===== config.mk =====
export PLATFORM = sky130hd
export DESIGN_NAME = surf4_ctrl_top
export DESIGN_NICKNAME = d
export VERILOG_FILES = /design/src/surf4_pkg.sv /design/src/wbc_intercon.sv /design/src/surf4_id_ctrl.sv /design/src/surf4_hk_collector.sv /design/src/hk_buffer.sv /design/src/surf4_ctrl_top.sv
export SDC_FILE = /design/constraint.sdc
export NUM_CORES = 1
export LEC_CHECK = 0
export BUFFER_PORTS_ARGS = -buffer_cell sky130_fd_sc_hd__buf_2
export CELL_PAD_IN_SITES_DETAIL_PLACEMENT = 1
export CELL_PAD_IN_SITES_GLOBAL_PLACEMENT = 1
export CORE_MARGIN = 2
export CORE_UTILIZATION = 50
export DETAILED_ROUTE_END_ITERATION = 8
export PLACE_DENSITY = 0.73
export SLEW_MARGIN = 5
export SYNTH_ARGS = -nofsm -noshare
export SYNTH_HDL_FRONTEND = slang
export SYNTH_SLANG_ARGS = --single-unit

===== constraint.sdc =====
create_clock -name wbc_clk_i -period 6.9 [get_ports wbc_clk_i]
set_input_delay 1.035 -clock wbc_clk_i [delete_from_list [all_inputs] [get_ports wbc_clk_i]]
set_output_delay 1.035 -clock wbc_clk_i [all_outputs]
set_load 0.02 [all_outputs]

===== src/surf4_pkg.sv =====
package surf4_pkg;

   // Control bus widths.
   localparam int WB_DAT_W = 32;
   localparam int WB_ADR_W = 20;
   localparam int WB_SEL_W = 4;

   // Region code sits in the top nibble of the byte address.
   localparam int WB_RGN_W = 4;

   // Master request, held stable until ack.
   typedef struct packed {
      logic                cyc;
      logic                stb;
      logic                we;
      logic [WB_ADR_W-1:0] adr;
      logic [WB_DAT_W-1:0] dat;
      logic [WB_SEL_W-1:0] sel;
   } wbc_req_t;

   // Slave response, ack is a single-cycle pulse.
   typedef struct packed {
      logic                ack;
      logic [WB_DAT_W-1:0] dat;
   } wbc_rsp_t;

   // Decoded target of the current request.
   typedef enum logic [1:0] {
      SLV_ID_CTRL,
      SLV_HK,
      SLV_HKBUF,
      SLV_NONE
   } wbc_slave_e;

   // Owner of the shared bus.
   typedef enum logic {
      MST_HOST,
      MST_HK
   } wbc_master_e;

   // Housekeeping master states.
   typedef enum logic {
      HK_IDLE,
      HK_WRITE
   } hk_state_e;

   // Address map, region codes in bits 19:16.
   localparam logic [WB_RGN_W-1:0] SLV_BASE_ID_CTRL = 4'h0;
   localparam logic [WB_RGN_W-1:0] SLV_BASE_HK      = 4'h1;
   localparam logic [WB_RGN_W-1:0] SLV_BASE_HKBUF   = 4'h2;

   // ID and control block offsets.
   localparam logic [3:0] REG_ID      = 4'h0;
   localparam logic [3:0] REG_VERSION = 4'h4;
   localparam logic [3:0] REG_CTRL    = 4'h8;
   localparam logic [3:0] REG_SCRATCH = 4'hC;

   // Collector slave offsets.
   localparam logic [3:0] REG_HK_COUNT  = 4'h0;
   localparam logic [3:0] REG_HK_ENABLE = 4'h4;

   // Byte-lane merge of a write into an existing word.
   function automatic logic [WB_DAT_W-1:0] wbc_byte_merge(
      input logic [WB_DAT_W-1:0] old_dat,
      input logic [WB_DAT_W-1:0] new_dat,
      input logic [WB_SEL_W-1:0] sel
   );
      logic [WB_DAT_W-1:0] merged;
      merged = old_dat;
      for (int b = 0; b < WB_SEL_W; b++) begin
         if (sel[b]) begin
            merged[b*8 +: 8] = new_dat[b*8 +: 8];
         end
      end
      return merged;
   endfunction

endpackage


===== src/wbc_intercon.sv =====
`timescale 1ns/1ps

module wbc_intercon import surf4_pkg::*; (
   input  logic     wbc_clk_i,
   input  logic     rst_n_i,
   input  wbc_req_t host_req_i,
   input  wbc_req_t hk_req_i,
   output wbc_rsp_t host_rsp_o,
   output wbc_rsp_t hk_rsp_o,
   output wbc_req_t id_req_o,
   output wbc_req_t hksl_req_o,
   output wbc_req_t hkbuf_req_o,
   input  wbc_rsp_t id_rsp_i,
   input  wbc_rsp_t hksl_rsp_i,
   input  wbc_rsp_t hkbuf_rsp_i
);

   // Owner register doubles as the last owner for round robin.
   wbc_master_e owner_q;
   wbc_master_e next_owner;
   logic        busy_q;
   logic        owner_cyc;
   wbc_req_t    bus_req;
   wbc_rsp_t    bus_rsp;
   wbc_slave_e  slave_sel;
   logic        none_ack_q;

   assign owner_cyc = (owner_q == MST_HOST) ? host_req_i.cyc : hk_req_i.cyc;

   // Round robin pick, the other master wins a tie.
   always_comb begin
      next_owner = owner_q;
      if (host_req_i.cyc && hk_req_i.cyc) begin
         next_owner = (owner_q == MST_HOST) ? MST_HK : MST_HOST;
      end else if (host_req_i.cyc) begin
         next_owner = MST_HOST;
      end else if (hk_req_i.cyc) begin
         next_owner = MST_HK;
      end
   end

   // Grant moves only once the owner has dropped cyc.
   always_ff @(posedge wbc_clk_i) begin
      if (!rst_n_i) begin
         owner_q <= MST_HOST;
         busy_q  <= 1'b0;
      end else if (!busy_q || !owner_cyc) begin
         owner_q <= next_owner;
         busy_q  <= host_req_i.cyc || hk_req_i.cyc;
      end
   end

   // Only the granted request reaches the decoder.
   always_comb begin
      bus_req = '0;
      if (busy_q) begin
         bus_req = (owner_q == MST_HOST) ? host_req_i : hk_req_i;
      end
   end

   // Region decode on address bits 19:16.
   always_comb begin
      case (bus_req.adr[WB_ADR_W-1 -: WB_RGN_W])
         SLV_BASE_ID_CTRL: slave_sel = SLV_ID_CTRL;
         SLV_BASE_HK:      slave_sel = SLV_HK;
         SLV_BASE_HKBUF:   slave_sel = SLV_HKBUF;
         default:          slave_sel = SLV_NONE;
      endcase
   end

   // Shared request, stb reaches the selected slave only.
   always_comb begin
      id_req_o        = bus_req;
      id_req_o.stb    = bus_req.stb && (slave_sel == SLV_ID_CTRL);
      hksl_req_o      = bus_req;
      hksl_req_o.stb  = bus_req.stb && (slave_sel == SLV_HK);
      hkbuf_req_o     = bus_req;
      hkbuf_req_o.stb = bus_req.stb && (slave_sel == SLV_HKBUF);
   end

   // Unmapped regions get a local ack, writes are dropped.
   always_ff @(posedge wbc_clk_i) begin
      if (!rst_n_i) begin
         none_ack_q <= 1'b0;
      end else begin
         none_ack_q <= bus_req.cyc && bus_req.stb && (slave_sel == SLV_NONE) && !none_ack_q;
      end
   end

   // Response mux.
   always_comb begin
      case (slave_sel)
         SLV_ID_CTRL: bus_rsp = id_rsp_i;
         SLV_HK:      bus_rsp = hksl_rsp_i;
         SLV_HKBUF:   bus_rsp = hkbuf_rsp_i;
         default: begin
            bus_rsp.ack = none_ack_q;
            bus_rsp.dat = '0;
         end
      endcase
   end

   // The waiting master sees no ack.
   always_comb begin
      host_rsp_o = '0;
      hk_rsp_o   = '0;
      if (busy_q) begin
         if (owner_q == MST_HOST) begin
            host_rsp_o = bus_rsp;
         end else begin
            hk_rsp_o = bus_rsp;
         end
      end
   end

endmodule


===== src/surf4_id_ctrl.sv =====
`timescale 1ns/1ps

module surf4_id_ctrl import surf4_pkg::*; #(
   parameter logic [WB_DAT_W-1:0] BOARD_ID   = 32'h5355_5246,
   parameter logic [WB_DAT_W-1:0] FW_VERSION = 32'h0004_0001
) (
   input  logic       wbc_clk_i,
   input  logic       rst_n_i,
   input  wbc_req_t   req_i,
   output wbc_rsp_t   rsp_o,
   output logic       ice40_reset_o,
   output logic [3:0] led_o
);

   // Implemented control bits: LEDs in 7:4, ICE40 reset in 0.
   localparam logic [WB_DAT_W-1:0] CTRL_MASK = 32'h0000_00F1;

   logic                access;
   logic                wr_en;
   logic [3:0]          reg_ofs;
   logic [WB_DAT_W-1:0] ctrl_q;
   logic [WB_DAT_W-1:0] scratch_q;
   logic [WB_DAT_W-1:0] rd_dat;
   logic [WB_DAT_W-1:0] dat_q;
   logic                ack_q;

   // One access per stb, the ack cycle is not a new one.
   assign access  = req_i.cyc && req_i.stb && !ack_q;
   assign wr_en   = access && req_i.we;
   assign reg_ofs = {req_i.adr[3:2], 2'b00};

   always_ff @(posedge wbc_clk_i) begin
      if (!rst_n_i) begin
         ack_q  <= 1'b0;
         ctrl_q <= 32'h0000_0001;
      end else begin
         ack_q <= access;
         if (wr_en && (reg_ofs == REG_CTRL)) begin
            ctrl_q <= wbc_byte_merge(ctrl_q, req_i.dat, req_i.sel) & CTRL_MASK;
         end
      end
   end

   // Scratch holds any value.
   always_ff @(posedge wbc_clk_i) begin
      if (wr_en && (reg_ofs == REG_SCRATCH)) begin
         scratch_q <= wbc_byte_merge(scratch_q, req_i.dat, req_i.sel);
      end
   end

   // Read mux, ID and version are constants.
   always_comb begin
      case (reg_ofs)
         REG_ID:      rd_dat = BOARD_ID;
         REG_VERSION: rd_dat = FW_VERSION;
         REG_CTRL:    rd_dat = ctrl_q;
         default:     rd_dat = scratch_q;
      endcase
   end

   // Registered read data.
   always_ff @(posedge wbc_clk_i) begin
      if (access) begin
         dat_q <= rd_dat;
      end
   end

   assign rsp_o         = '{ack: ack_q, dat: dat_q};
   assign ice40_reset_o = ctrl_q[0];
   assign led_o         = ctrl_q[7:4];

endmodule


===== src/surf4_hk_collector.sv =====
`timescale 1ns/1ps

module surf4_hk_collector import surf4_pkg::*; #(
   parameter int HK_DEPTH = 16
) (
   input  logic     wbc_clk_i,
   input  logic     rst_n_i,
   input  wbc_req_t req_i,
   output wbc_rsp_t rsp_o,
   output wbc_req_t mst_req_o,
   input  wbc_rsp_t mst_rsp_i,
   input  logic     pps_i
);

   localparam int CNT_W = 16;
   localparam int IDX_W = $clog2(HK_DEPTH);
   // Zero bits between region code and word index.
   localparam int PAD_W = WB_ADR_W - WB_RGN_W - IDX_W - 2;

   hk_state_e           state_q;
   logic                enable_q;
   logic                pending_q;
   logic                pps_accept;
   logic                start_write;
   logic [CNT_W-1:0]    count_q;
   logic [CNT_W-1:0]    count_next;
   logic [CNT_W-1:0]    rec_cnt_q;
   logic [IDX_W-1:0]    rec_idx_q;
   logic                sl_access;
   logic [3:0]          sl_ofs;
   logic                sl_ack_q;
   logic [WB_DAT_W-1:0] sl_rd_dat;
   logic [WB_DAT_W-1:0] sl_dat_q;

   assign pps_accept  = pps_i && enable_q;
   assign count_next  = pps_accept ? count_q + 1'b1 : count_q;
   // A pending record starts as soon as the master is idle.
   assign start_write = (state_q == HK_IDLE) && (pps_accept || pending_q);

   always_ff @(posedge wbc_clk_i) begin
      if (!rst_n_i) begin
         state_q   <= HK_IDLE;
         pending_q <= 1'b0;
         count_q   <= '0;
      end else begin
         count_q <= count_next;
         // Pulses during a write collapse into one flag.
         if (start_write) begin
            pending_q <= 1'b0;
         end else if (pps_accept) begin
            pending_q <= 1'b1;
         end
         case (state_q)
            HK_IDLE:  if (start_write) state_q <= HK_WRITE;
            HK_WRITE: if (mst_rsp_i.ack) state_q <= HK_IDLE;
            default:  state_q <= HK_IDLE;
         endcase
      end
   end

   // Record captures the count at write start.
   always_ff @(posedge wbc_clk_i) begin
      if (start_write) begin
         rec_cnt_q <= count_next;
         rec_idx_q <= count_next[IDX_W-1:0];
      end
   end

   // Full-word write into the buffer region.
   always_comb begin
      mst_req_o.cyc = (state_q == HK_WRITE);
      mst_req_o.stb = (state_q == HK_WRITE);
      mst_req_o.we  = 1'b1;
      mst_req_o.adr = {SLV_BASE_HKBUF, {PAD_W{1'b0}}, rec_idx_q, 2'b00};
      mst_req_o.dat = {{(WB_DAT_W-CNT_W){1'b0}}, rec_cnt_q};
      mst_req_o.sel = '1;
   end

   // Slave side.
   assign sl_access = req_i.cyc && req_i.stb && !sl_ack_q;
   assign sl_ofs    = {req_i.adr[3:2], 2'b00};

   always_ff @(posedge wbc_clk_i) begin
      if (!rst_n_i) begin
         sl_ack_q <= 1'b0;
         enable_q <= 1'b0;
      end else begin
         sl_ack_q <= sl_access;
         if (sl_access && req_i.we && (sl_ofs == REG_HK_ENABLE) && req_i.sel[0]) begin
            enable_q <= req_i.dat[0];
         end
      end
   end

   // Count is read only.
   always_comb begin
      case (sl_ofs)
         REG_HK_COUNT:  sl_rd_dat = {{(WB_DAT_W-CNT_W){1'b0}}, count_q};
         REG_HK_ENABLE: sl_rd_dat = {{(WB_DAT_W-1){1'b0}}, enable_q};
         default:       sl_rd_dat = '0;
      endcase
   end

   always_ff @(posedge wbc_clk_i) begin
      if (sl_access) begin
         sl_dat_q <= sl_rd_dat;
      end
   end

   assign rsp_o = '{ack: sl_ack_q, dat: sl_dat_q};

endmodule


===== src/hk_buffer.sv =====
`timescale 1ns/1ps

module hk_buffer import surf4_pkg::*; #(
   parameter int HK_DEPTH = 16
) (
   input  logic     wbc_clk_i,
   input  logic     rst_n_i,
   input  wbc_req_t req_i,
   output wbc_rsp_t rsp_o
);

   localparam int IDX_W = $clog2(HK_DEPTH);

   logic [WB_DAT_W-1:0] mem_q [HK_DEPTH];
   logic                access;
   logic [IDX_W-1:0]    idx;
   logic                ack_q;
   logic [WB_DAT_W-1:0] dat_q;

   assign access = req_i.cyc && req_i.stb && !ack_q;
   // Word index from the byte address.
   assign idx    = req_i.adr[IDX_W+1:2];

   always_ff @(posedge wbc_clk_i) begin
      if (!rst_n_i) begin
         ack_q <= 1'b0;
      end else begin
         ack_q <= access;
      end
   end

   // Byte-lane writes, registered read.
   always_ff @(posedge wbc_clk_i) begin
      if (access) begin
         if (req_i.we) begin
            mem_q[idx] <= wbc_byte_merge(mem_q[idx], req_i.dat, req_i.sel);
         end
         dat_q <= mem_q[idx];
      end
   end

   assign rsp_o = '{ack: ack_q, dat: dat_q};

endmodule


===== src/surf4_ctrl_top.sv =====
`timescale 1ns/1ps

module surf4_ctrl_top import surf4_pkg::*; #(
   parameter logic [WB_DAT_W-1:0] BOARD_ID   = 32'h5355_5246,
   parameter logic [WB_DAT_W-1:0] FW_VERSION = 32'h0004_0001,
   parameter int                  HK_DEPTH   = 16
) (
   input  logic       wbc_clk_i,
   input  logic       rst_n_i,
   input  wbc_req_t   host_req_i,
   output wbc_rsp_t   host_rsp_o,
   input  logic       pps_i,
   output logic       ice40_reset_o,
   output logic [3:0] led_o
);

   // Housekeeping master port.
   wbc_req_t hk_mst_req;
   wbc_rsp_t hk_mst_rsp;
   // Slave ports.
   wbc_req_t id_req;
   wbc_rsp_t id_rsp;
   wbc_req_t hksl_req;
   wbc_rsp_t hksl_rsp;
   wbc_req_t hkbuf_req;
   wbc_rsp_t hkbuf_rsp;

   // Shared control bus with two masters.
   wbc_intercon u_wbc_intercon (
      .wbc_clk_i  (wbc_clk_i),
      .rst_n_i    (rst_n_i),
      .host_req_i (host_req_i),
      .hk_req_i   (hk_mst_req),
      .host_rsp_o (host_rsp_o),
      .hk_rsp_o   (hk_mst_rsp),
      .id_req_o   (id_req),
      .hksl_req_o (hksl_req),
      .hkbuf_req_o(hkbuf_req),
      .id_rsp_i   (id_rsp),
      .hksl_rsp_i (hksl_rsp),
      .hkbuf_rsp_i(hkbuf_rsp)
   );

   // Board ID and control.
   surf4_id_ctrl #(
      .BOARD_ID  (BOARD_ID),
      .FW_VERSION(FW_VERSION)
   ) u_surf4_id_ctrl (
      .wbc_clk_i    (wbc_clk_i),
      .rst_n_i      (rst_n_i),
      .req_i        (id_req),
      .rsp_o        (id_rsp),
      .ice40_reset_o(ice40_reset_o),
      .led_o        (led_o)
   );

   // PPS housekeeping, slave and master.
   surf4_hk_collector #(
      .HK_DEPTH(HK_DEPTH)
   ) u_hk_collector (
      .wbc_clk_i(wbc_clk_i),
      .rst_n_i  (rst_n_i),
      .req_i    (hksl_req),
      .rsp_o    (hksl_rsp),
      .mst_req_o(hk_mst_req),
      .mst_rsp_i(hk_mst_rsp),
      .pps_i    (pps_i)
   );

   // Record memory.
   hk_buffer #(
      .HK_DEPTH(HK_DEPTH)
   ) u_hk_buffer (
      .wbc_clk_i(wbc_clk_i),
      .rst_n_i  (rst_n_i),
      .req_i    (hkbuf_req),
      .rsp_o    (hkbuf_rsp)
   );

endmodule


==> flow_metrics.tcl, run 1 <==
set metrics [dict create \
    r2r_slack_ns 1.82 \
    p_per_area_nw_per_um2 281 \
    r2r_cells 7 \
    fin_nets 1855 \
    status "finished clean" \
    slew_headroom_pct 17.6 \
    postRouteAntennaNets 0 \
    hp-class "reg -> reg" \
    synth_top_area_share_pct 70.9 \
    setup_viol_count_final 0 \
    fin_crit_sh_pct 73.6 \
    num_rows 85 \
    dr.pass1.iters 6 \
    ys_ff_latch 670 \
    clk_path_buf_depth 3 \
    worst-path-max-fanout 67 \
    crit_required_ns 7.13 \
    holdPathStages 1 \
    min_period_ns 5.08 \
    routed-via-count 16600 \
    use_met3_pct 6.47 \
    use_met2_pct 43.9 \
    tightest_slew_ns 1.23 \
    port-buffer-count 87 \
    worst_setup_path_start_kind "register" \
    post_drt_wl_per_cell_um 31.0 \
    hp-start "u_wbc_intercon.none_ack_q$_SDFF_PN0_" \
    dpl.cell_count 2417 \
    yosys_most_used_dff "edfxtp_1" \
    hold_violations 0 \
    grt_pass1_wl_um 115000 \
    core_um2 53700 \
    die_x_um 237 \
    htree_levels 3 \
    first_global_vias 17300 \
    syn-mean-instance-area_um2 16.0 \
    cts_root_buffer "clkbuf_16" \
    yosys.cell_types.count 73 \
    numCtsBuffers 69 \
    grt.met1_usage_pct 39.6 \
    rsz0062_at_grt "no" \
    die_h_um 237 \
    leakagePower_nw 9.89 \
    synth-edff-count 640 \
    drt_wl_total_um 78700 \
    design_area_um2 30600 \
    synth_cells 1698 \
    syn2layout_area_growth_pct 12.9 \
    fillers 4916 \
    drive_gt1_share_pct 18.1 \
    postCtsSetupRepairBufs 0 \
    drv_cap 0 \
    dpl.hpwl_um 45500 \
    track_usage_pct 28.3 \
    syn_nets 1761 \
    r2r-start "u_wbc_intercon.busy_q$_SDFFE_PN0P_" \
    rr_endpoint "u_hk_buffer.mem_q[2][12]$_DFFE_PP_" \
    finalNonFillerCells 2541 \
    yosys-top-cells-area "edfxtp_1 71%, mux2i_1 4.3%, mux4_2 3.2%" \
    tns_ns 0 \
    start_util_pct 50.5 \
    ys_warn_count 0 \
    ir_drop_v 0.000144 \
    gp_congestion 0.809 \
    hold_end "u_wbc_intercon.none_ack_q$_SDFF_PN0_" \
    synth_seq_area_share_pct 73.1 \
    clk_pin_slew_worst_paths_ns 0.06 \
    clkSinkCount 670 \
    cts_tree "built" \
    drv_slew 0 \
    cp.arrival_ns 5.30 \
    synth_area_um2 27100 \
    yosysMostFrequentCell "edfxtp_1" \
    place_area_um2 28400 \
    layout_setup_ws_ns 1.82 \
    grt_start_max_net_pins 83 \
    ctsResizeCount 0 \
    ctsHoldBuffers 0 \
    viasPerCell 6.51 \
    dp_slack_ns 1.87 \
    overflow 0 \
    fmax_mhz 197 \
    fin_skew_ns 0.0146 \
    dieArea_um2 56100 \
    grt_antenna_before_repair 4 \
    synth_top_area_cell "edfxtp_1" \
    synth_commonest_cells "640 x edfxtp_1, 117 x mux2i_1, 103 x nor2_1" \
    io-pin-count 100 \
    post-route-drc-count 0 \
    first_iter_violations 1878 \
    end_kind "register" \
    critPathKind "reg -> reg" \
    insertion_delay_ns 0.60 \
    ys_async_sr_fraction_pct 0 \
    top_usage_layer "met2" \
]
==> worst max path at each step <==
| stage | start | end | slack [ns] |
|---|---|---|---|
| after floorplan | host_req_i[52] | u_hk_buffer.mem_q[13][0]$_DFFE_PP_ | 0.46 |
| after global placement | u_wbc_intercon.busy_q$_SDFFE_PN0P_ | u_hk_buffer.mem_q[6][23]$_DFFE_PP_ | 2.07 |
| after detailed placement | u_wbc_intercon.busy_q$_SDFFE_PN0P_ | u_hk_buffer.mem_q[10][10]$_DFFE_PP_ | 1.87 |
| after CTS | u_wbc_intercon.busy_q$_SDFFE_PN0P_ | u_hk_buffer.mem_q[9][15]$_DFFE_PP_ | 1.82 |
| after global routing | u_wbc_intercon.busy_q$_SDFFE_PN0P_ | u_hk_buffer.mem_q[9][15]$_DFFE_PP_ | 1.49 |
| final | u_wbc_intercon.busy_q$_SDFFE_PN0P_ | u_hk_buffer.mem_q[2][12]$_DFFE_PP_ | 1.82 |
==> power by group <==
group | switching, mW | internal, mW | total [mW]
combinational | 0.311 | 0.121 | 0.432
clock | 1.52 | 2.13 | 3.65
sequential | 0.00617 | 4.51 | 4.52
total | 1.84 | 6.76 | 8.60
==> worst max-delay path, stage by stage, from the launching register on <==
cell	delay, ns
dfxtp_2	0.98
inv_2	0.26
buf_4	0.44
nor2_4	0.49
buf_4	0.87
mux4_2	0.42
a22oi_1	0.11
a31oi_1	1.00
==> flip-flops by register name, indices dropped and copies added (netlist names), 3 cells and up <==
register	cells
u_surf4_id_ctrl.ctrl_q	5
u_hk_buffer.dat_q	32
u_surf4_id_ctrl.dat_q	32
u_hk_collector.rec_cnt_q	13
u_hk_buffer.mem_q	512
u_surf4_id_ctrl.scratch_q	32
u_hk_collector.rec_idx_q	3
u_hk_collector.count_q	16
u_hk_collector.sl_dat_q	16
==> metrics by stage <==
| stage | hold WS [ns] | utilization, % | power (mW) |
|---|---|---|---|
| after floorplan | 0.399 | - | 4.86 |
| after global placement | 0.410 | 52.9 | 5.00 |
| after detailed placement | 0.430 | 52.9 | 5.03 |
| after CTS | 0.438 | 57.0 | 8.63 |
| after global routing | 0.466 | 57.0 | 8.82 |
| final | 0.456 | 57.0 | 8.60 |
==> layer usage <==
layer / routed length, um / vias to the layer above
met5: 0 / -
met4: 2420 / 0
met3: 7430 / 165
met2: 36700 / 855
met1: 32200 / 8606
li1: - / 6927
==> cell families (layout without fill, tap and decap cells) <==
family / Yosys count / in the layout / synth area share, %
AOI/OAI and AO/OA: 350 / 350 / 8.88
xor gates and xnor gates: 15 / 15 / 0.485
adders and majority gates: 1 / 1 / 0.0462
buffers and inverters: 122 / 268 / 2.25
DFF: 670 / 670 / 73.1
muxes: 180 / 180 / 8.57
other: 0 / 1 / 0
and+or+nand+nor: 360 / 360 / 6.65
==> cells in the final DEF (no fill, tap or decap), types with 9 or more instances in the layout <==
cell         n
a21o_1      27
a21oi_1     57
a222oi_1    21
a22o_1      12
a22oi_1     31
a31oi_1     11
and2_1      51
and3_1      18
buf_2       87
buf_4       51
clkbuf_1    16
clkbuf_16   71
clkinv_1    17
clkinv_2     9
dfxtp_1     28
edfxtp_1   640
mux2_2      22
mux2i_1    117
mux4_2      38
nand2_1     59
nand3_1     75
nor2_1      87
nor2_4      17
nor4_1      11
o21ai_0     81
o21ai_1     13
o221ai_1    25
o22ai_1     15
xnor2_1      9
==> area by class of cell <==
class / count / area [um^2] / area share, %
clock inverters: 34 / 305 / 0.998
multi-input cells: 906 / 6860 / 22.4
clock buffers: 89 / 1860 / 6.09
inverters: 5 / 18.8 / 0.0613
well taps: 696 / 871 / 2.85
flip-flops and latches: 670 / 19800 / 64.8
diodes: 1 / 2.50 / 0.00818
repair buffers: 140 / 858 / 2.80
(Power assumes the default switching activity.)
==> run 2, diff against run 1 <==
--- a/config.mk
+++ b/config.mk
@@ -5,13 +5,14 @@
 export SDC_FILE = /design/constraint.sdc
 export NUM_CORES = 1
 export LEC_CHECK = 0
+export ABC_AREA = 1
 export BUFFER_PORTS_ARGS = -buffer_cell sky130_fd_sc_hd__buf_2
 export CELL_PAD_IN_SITES_DETAIL_PLACEMENT = 1
 export CELL_PAD_IN_SITES_GLOBAL_PLACEMENT = 1
 export CORE_MARGIN = 2
-export CORE_UTILIZATION = 50
+export CORE_UTILIZATION = 49
 export DETAILED_ROUTE_END_ITERATION = 8
-export PLACE_DENSITY = 0.73
+export PLACE_DENSITY = 0.76
 export SLEW_MARGIN = 5
 export SYNTH_ARGS = -nofsm -noshare
 export SYNTH_HDL_FRONTEND = slang
==> constraint.sdc (replaced) <==
create_clock -name wbc_clk_i -period 4.7 [get_ports wbc_clk_i]
set_input_delay 0.705 -clock wbc_clk_i [delete_from_list [all_inputs] [get_ports wbc_clk_i]]
set_output_delay 0.705 -clock wbc_clk_i [all_outputs]
set_load 0.02 [all_outputs]
==> run 2 against run 1 <==
Clock power is 52% higher. Via count increased by 24%. Synthesized cell count rose by 63%. Clock skew rose by 0.012 ns. Cell count increased by 44%.
==> flow_metrics.tcl, run 2 <==
set metrics [dict create \
    cp_slowest_stage_delay_ns 0.77 \
    design_area_um2 32200 \
    fin_crit_sh_pct 89.0 \
    rsz0062_at_grt "no" \
    cts_root_buffer "clkbuf_16" \
    yosys_most_used_dff "edfxtp_1" \
    syn_nets 2829 \
    ys_warn_count 0 \
    crit_cells 9 \
    dieArea_um2 60500 \
    yosysMostFrequentCell "nand2_1" \
    ctsResizeCount 0 \
    track_usage_pct 28.2 \
    fin_nets 2910 \
    grt_start_max_net_pins 127 \
    ctsHoldBuffers 0 \
    critPathSlowestCell "dfxtp_1" \
    multi_input_area_um2 7880 \
    htree_levels 3 \
    cp.arrival_ns 3.48 \
    finalHoldWorstSlack_ns 0.383 \
    path_delay_family "buffers and inverters" \
    insertion_delay_ns 0.62 \
    clk_pin_slew_worst_paths_ns 0.06 \
    top_register "u_hk_buffer.mem_q" \
    viasPerCell 5.60 \
    grt_pass1_wl_um 127000 \
    drt_wl_total_um 84400 \
    post_drt_wl_per_cell_um 23.0 \
    hp-class "in -> reg" \
    tightest_slew_ns 1.16 \
    layout_setup_ws_ns 0.518 \
    place_area_um2 29900 \
    yosys-top-cells-area "edfxtp_1 67%, nand2_1 19%, nand3_1 2.8%" \
    synth_cells 2766 \
    p_per_area_nw_per_um2 399 \
    dp_slack_ns 0.705 \
    holdPathStages 2 \
    fin_util_pct 55.7 \
    gp_congestion 0.821 \
    syn2layout_area_growth_pct 12.2 \
    first_global_vias 21300 \
    largest_reg_flops 512 \
    post-route-drc-count 0 \
    die_x_um 246 \
    io-pin-count 100 \
    r2r_cells 13 \
    postRouteAntennaNets 0 \
    cts_tree "built" \
    die_h_um 246 \
    end_kind "output pin" \
    yosys.cell_types.count 39 \
    clk_path_buf_depth 3 \
    final_common_cell "nand2_1" \
    antennaDiodeCount 0 \
    cpMostUsedCell "buf_4" \
    core_um2 57800 \
    layout_common_cells "1424 x nand2_1, 640 x edfxtp_1, 160 x nand3_1" \
    grt_antenna_before_repair 1 \
    drv_cap 0 \
    fmax_mhz 239 \
    seq_area_um2 19800 \
    clkSinkCount 670 \
    worst-path-max-fanout 20 \
    syn-mean-instance-area_um2 10.4 \
    synth_top_area_share_pct 67.0 \
    drv_slew 0 \
    first_iter_violations 1782 \
    fillers 6224 \
    worst_setup_path_start_kind "register" \
    ys_ff_latch 670 \
    fin_skew_ns 0.0266 \
    numCtsBuffers 71 \
    ir_drop_v 0.000244 \
    setup_viol_count_final 0 \
    crit_required_ns 3.99 \
    critPathKind "reg -> out" \
    critPathBufInv 4 \
    dpl.hpwl_um 49400 \
    hold_violations 0 \
    synth_commonest_cells "1424 x nand2_1, 640 x edfxtp_1, 160 x nand3_1" \
    postCtsSetupRepairBufs 0 \
    port-buffer-count 87 \
    synth_top_area_cell "edfxtp_1" \
    slew_headroom_pct 22.7 \
    crit_chain "nor2_2 -> buf_4 -> o21ai_0 -> nand3_2 -> inv_1 -> buf_4 -> nand2_1 -> a21oi_1 -> buf_2" \
    status "finished clean" \
    num_rows 88 \
    drive_gt1_share_pct 10.3 \
    dr.pass1.iters 5 \
    synth_seq_area_share_pct 69.0 \
    start_util_pct 49.7 \
    overflow 0 \
    leakagePower_nw 13.1 \
    synth_area_um2 28700 \
    ys_async_sr_fraction_pct 0 \
    routed-via-count 20500 \
    synth-edff-count 640 \
    min_period_ns 4.18 \
]
[run 2: power breakdown]
| part | switching (mW) | internal [mW] | total (mW) |
|---|---|---|---|
| clock | 2.28 | 3.27 | 5.56 |
| combinational | 0.526 | 0.142 | 0.668 |
| sequential | 0.00419 | 6.62 | 6.62 |
[run 2: through the flow]
step	total power, mW	cells	setup TNS [ns]
floorplan	7.16	2766	-118.41
global placement	7.37	3539	0
detailed placement	7.41	3539	0
CTS	12.9	3665	0
global route	13.2	3665	0
finish	12.8	3665	0
[run 2: routing by layer]
| layer | track usage [%] | share of wire, % | vias up |
|---|---|---|---|
| met5 | 0 | 0 | - |
| met4 | 9.11 | 2.5 | 0 |
| met3 | 4.12 | 7.1 | 159 |
| met2 | 46.8 | 48 | 736 |
| met1 | 38.3 | 42 | 10300 |
| li1 | - | - | 9348 |
[run 2: cells by family (layout without fill, tap and decap cells)]
family,count (synthesis),after routing,synth area share (%)
fa+ha+maj,1,1,0.0436
flops,670,670,69.0
simple gates,1762,1762,24.7
compound gates,101,101,2.09
xor+xnor,7,7,0.214
buf+inv,225,359,3.90
[run 2: cell type report]
| cell class | instances | share of cell area (%) |
|---|---|---|
| clock buffers | 96 | 6.13 |
| clock inverters | 30 | 0.917 |
| inverters | 90 | 1.06 |
| multi-input cells | 1871 | 24.5 |
| flip-flops and latches | 670 | 61.5 |
| well taps | 765 | 2.97 |
| repair buffers | 143 | 2.93 |
[run 2: worst paths after layout]
path,from,end,slack (ns)
worst max-delay path,u_wbc_intercon.owner_q$_SDFFE_PN0P_,host_rsp_o[16],0.52
worst max register to register,u_wbc_intercon.owner_q$_SDFFE_PN0P_,u_hk_buffer.mem_q[5][30]$_DFFE_PP_,0.62
worst min-delay path,rst_n_i,u_surf4_id_ctrl.ctrl_q[0]$_SDFFE_PN1P_,0.38
worst min register to register,u_hk_collector.state_q$_SDFF_PN0_,u_hk_collector.state_q$_SDFF_PN0_,0.49
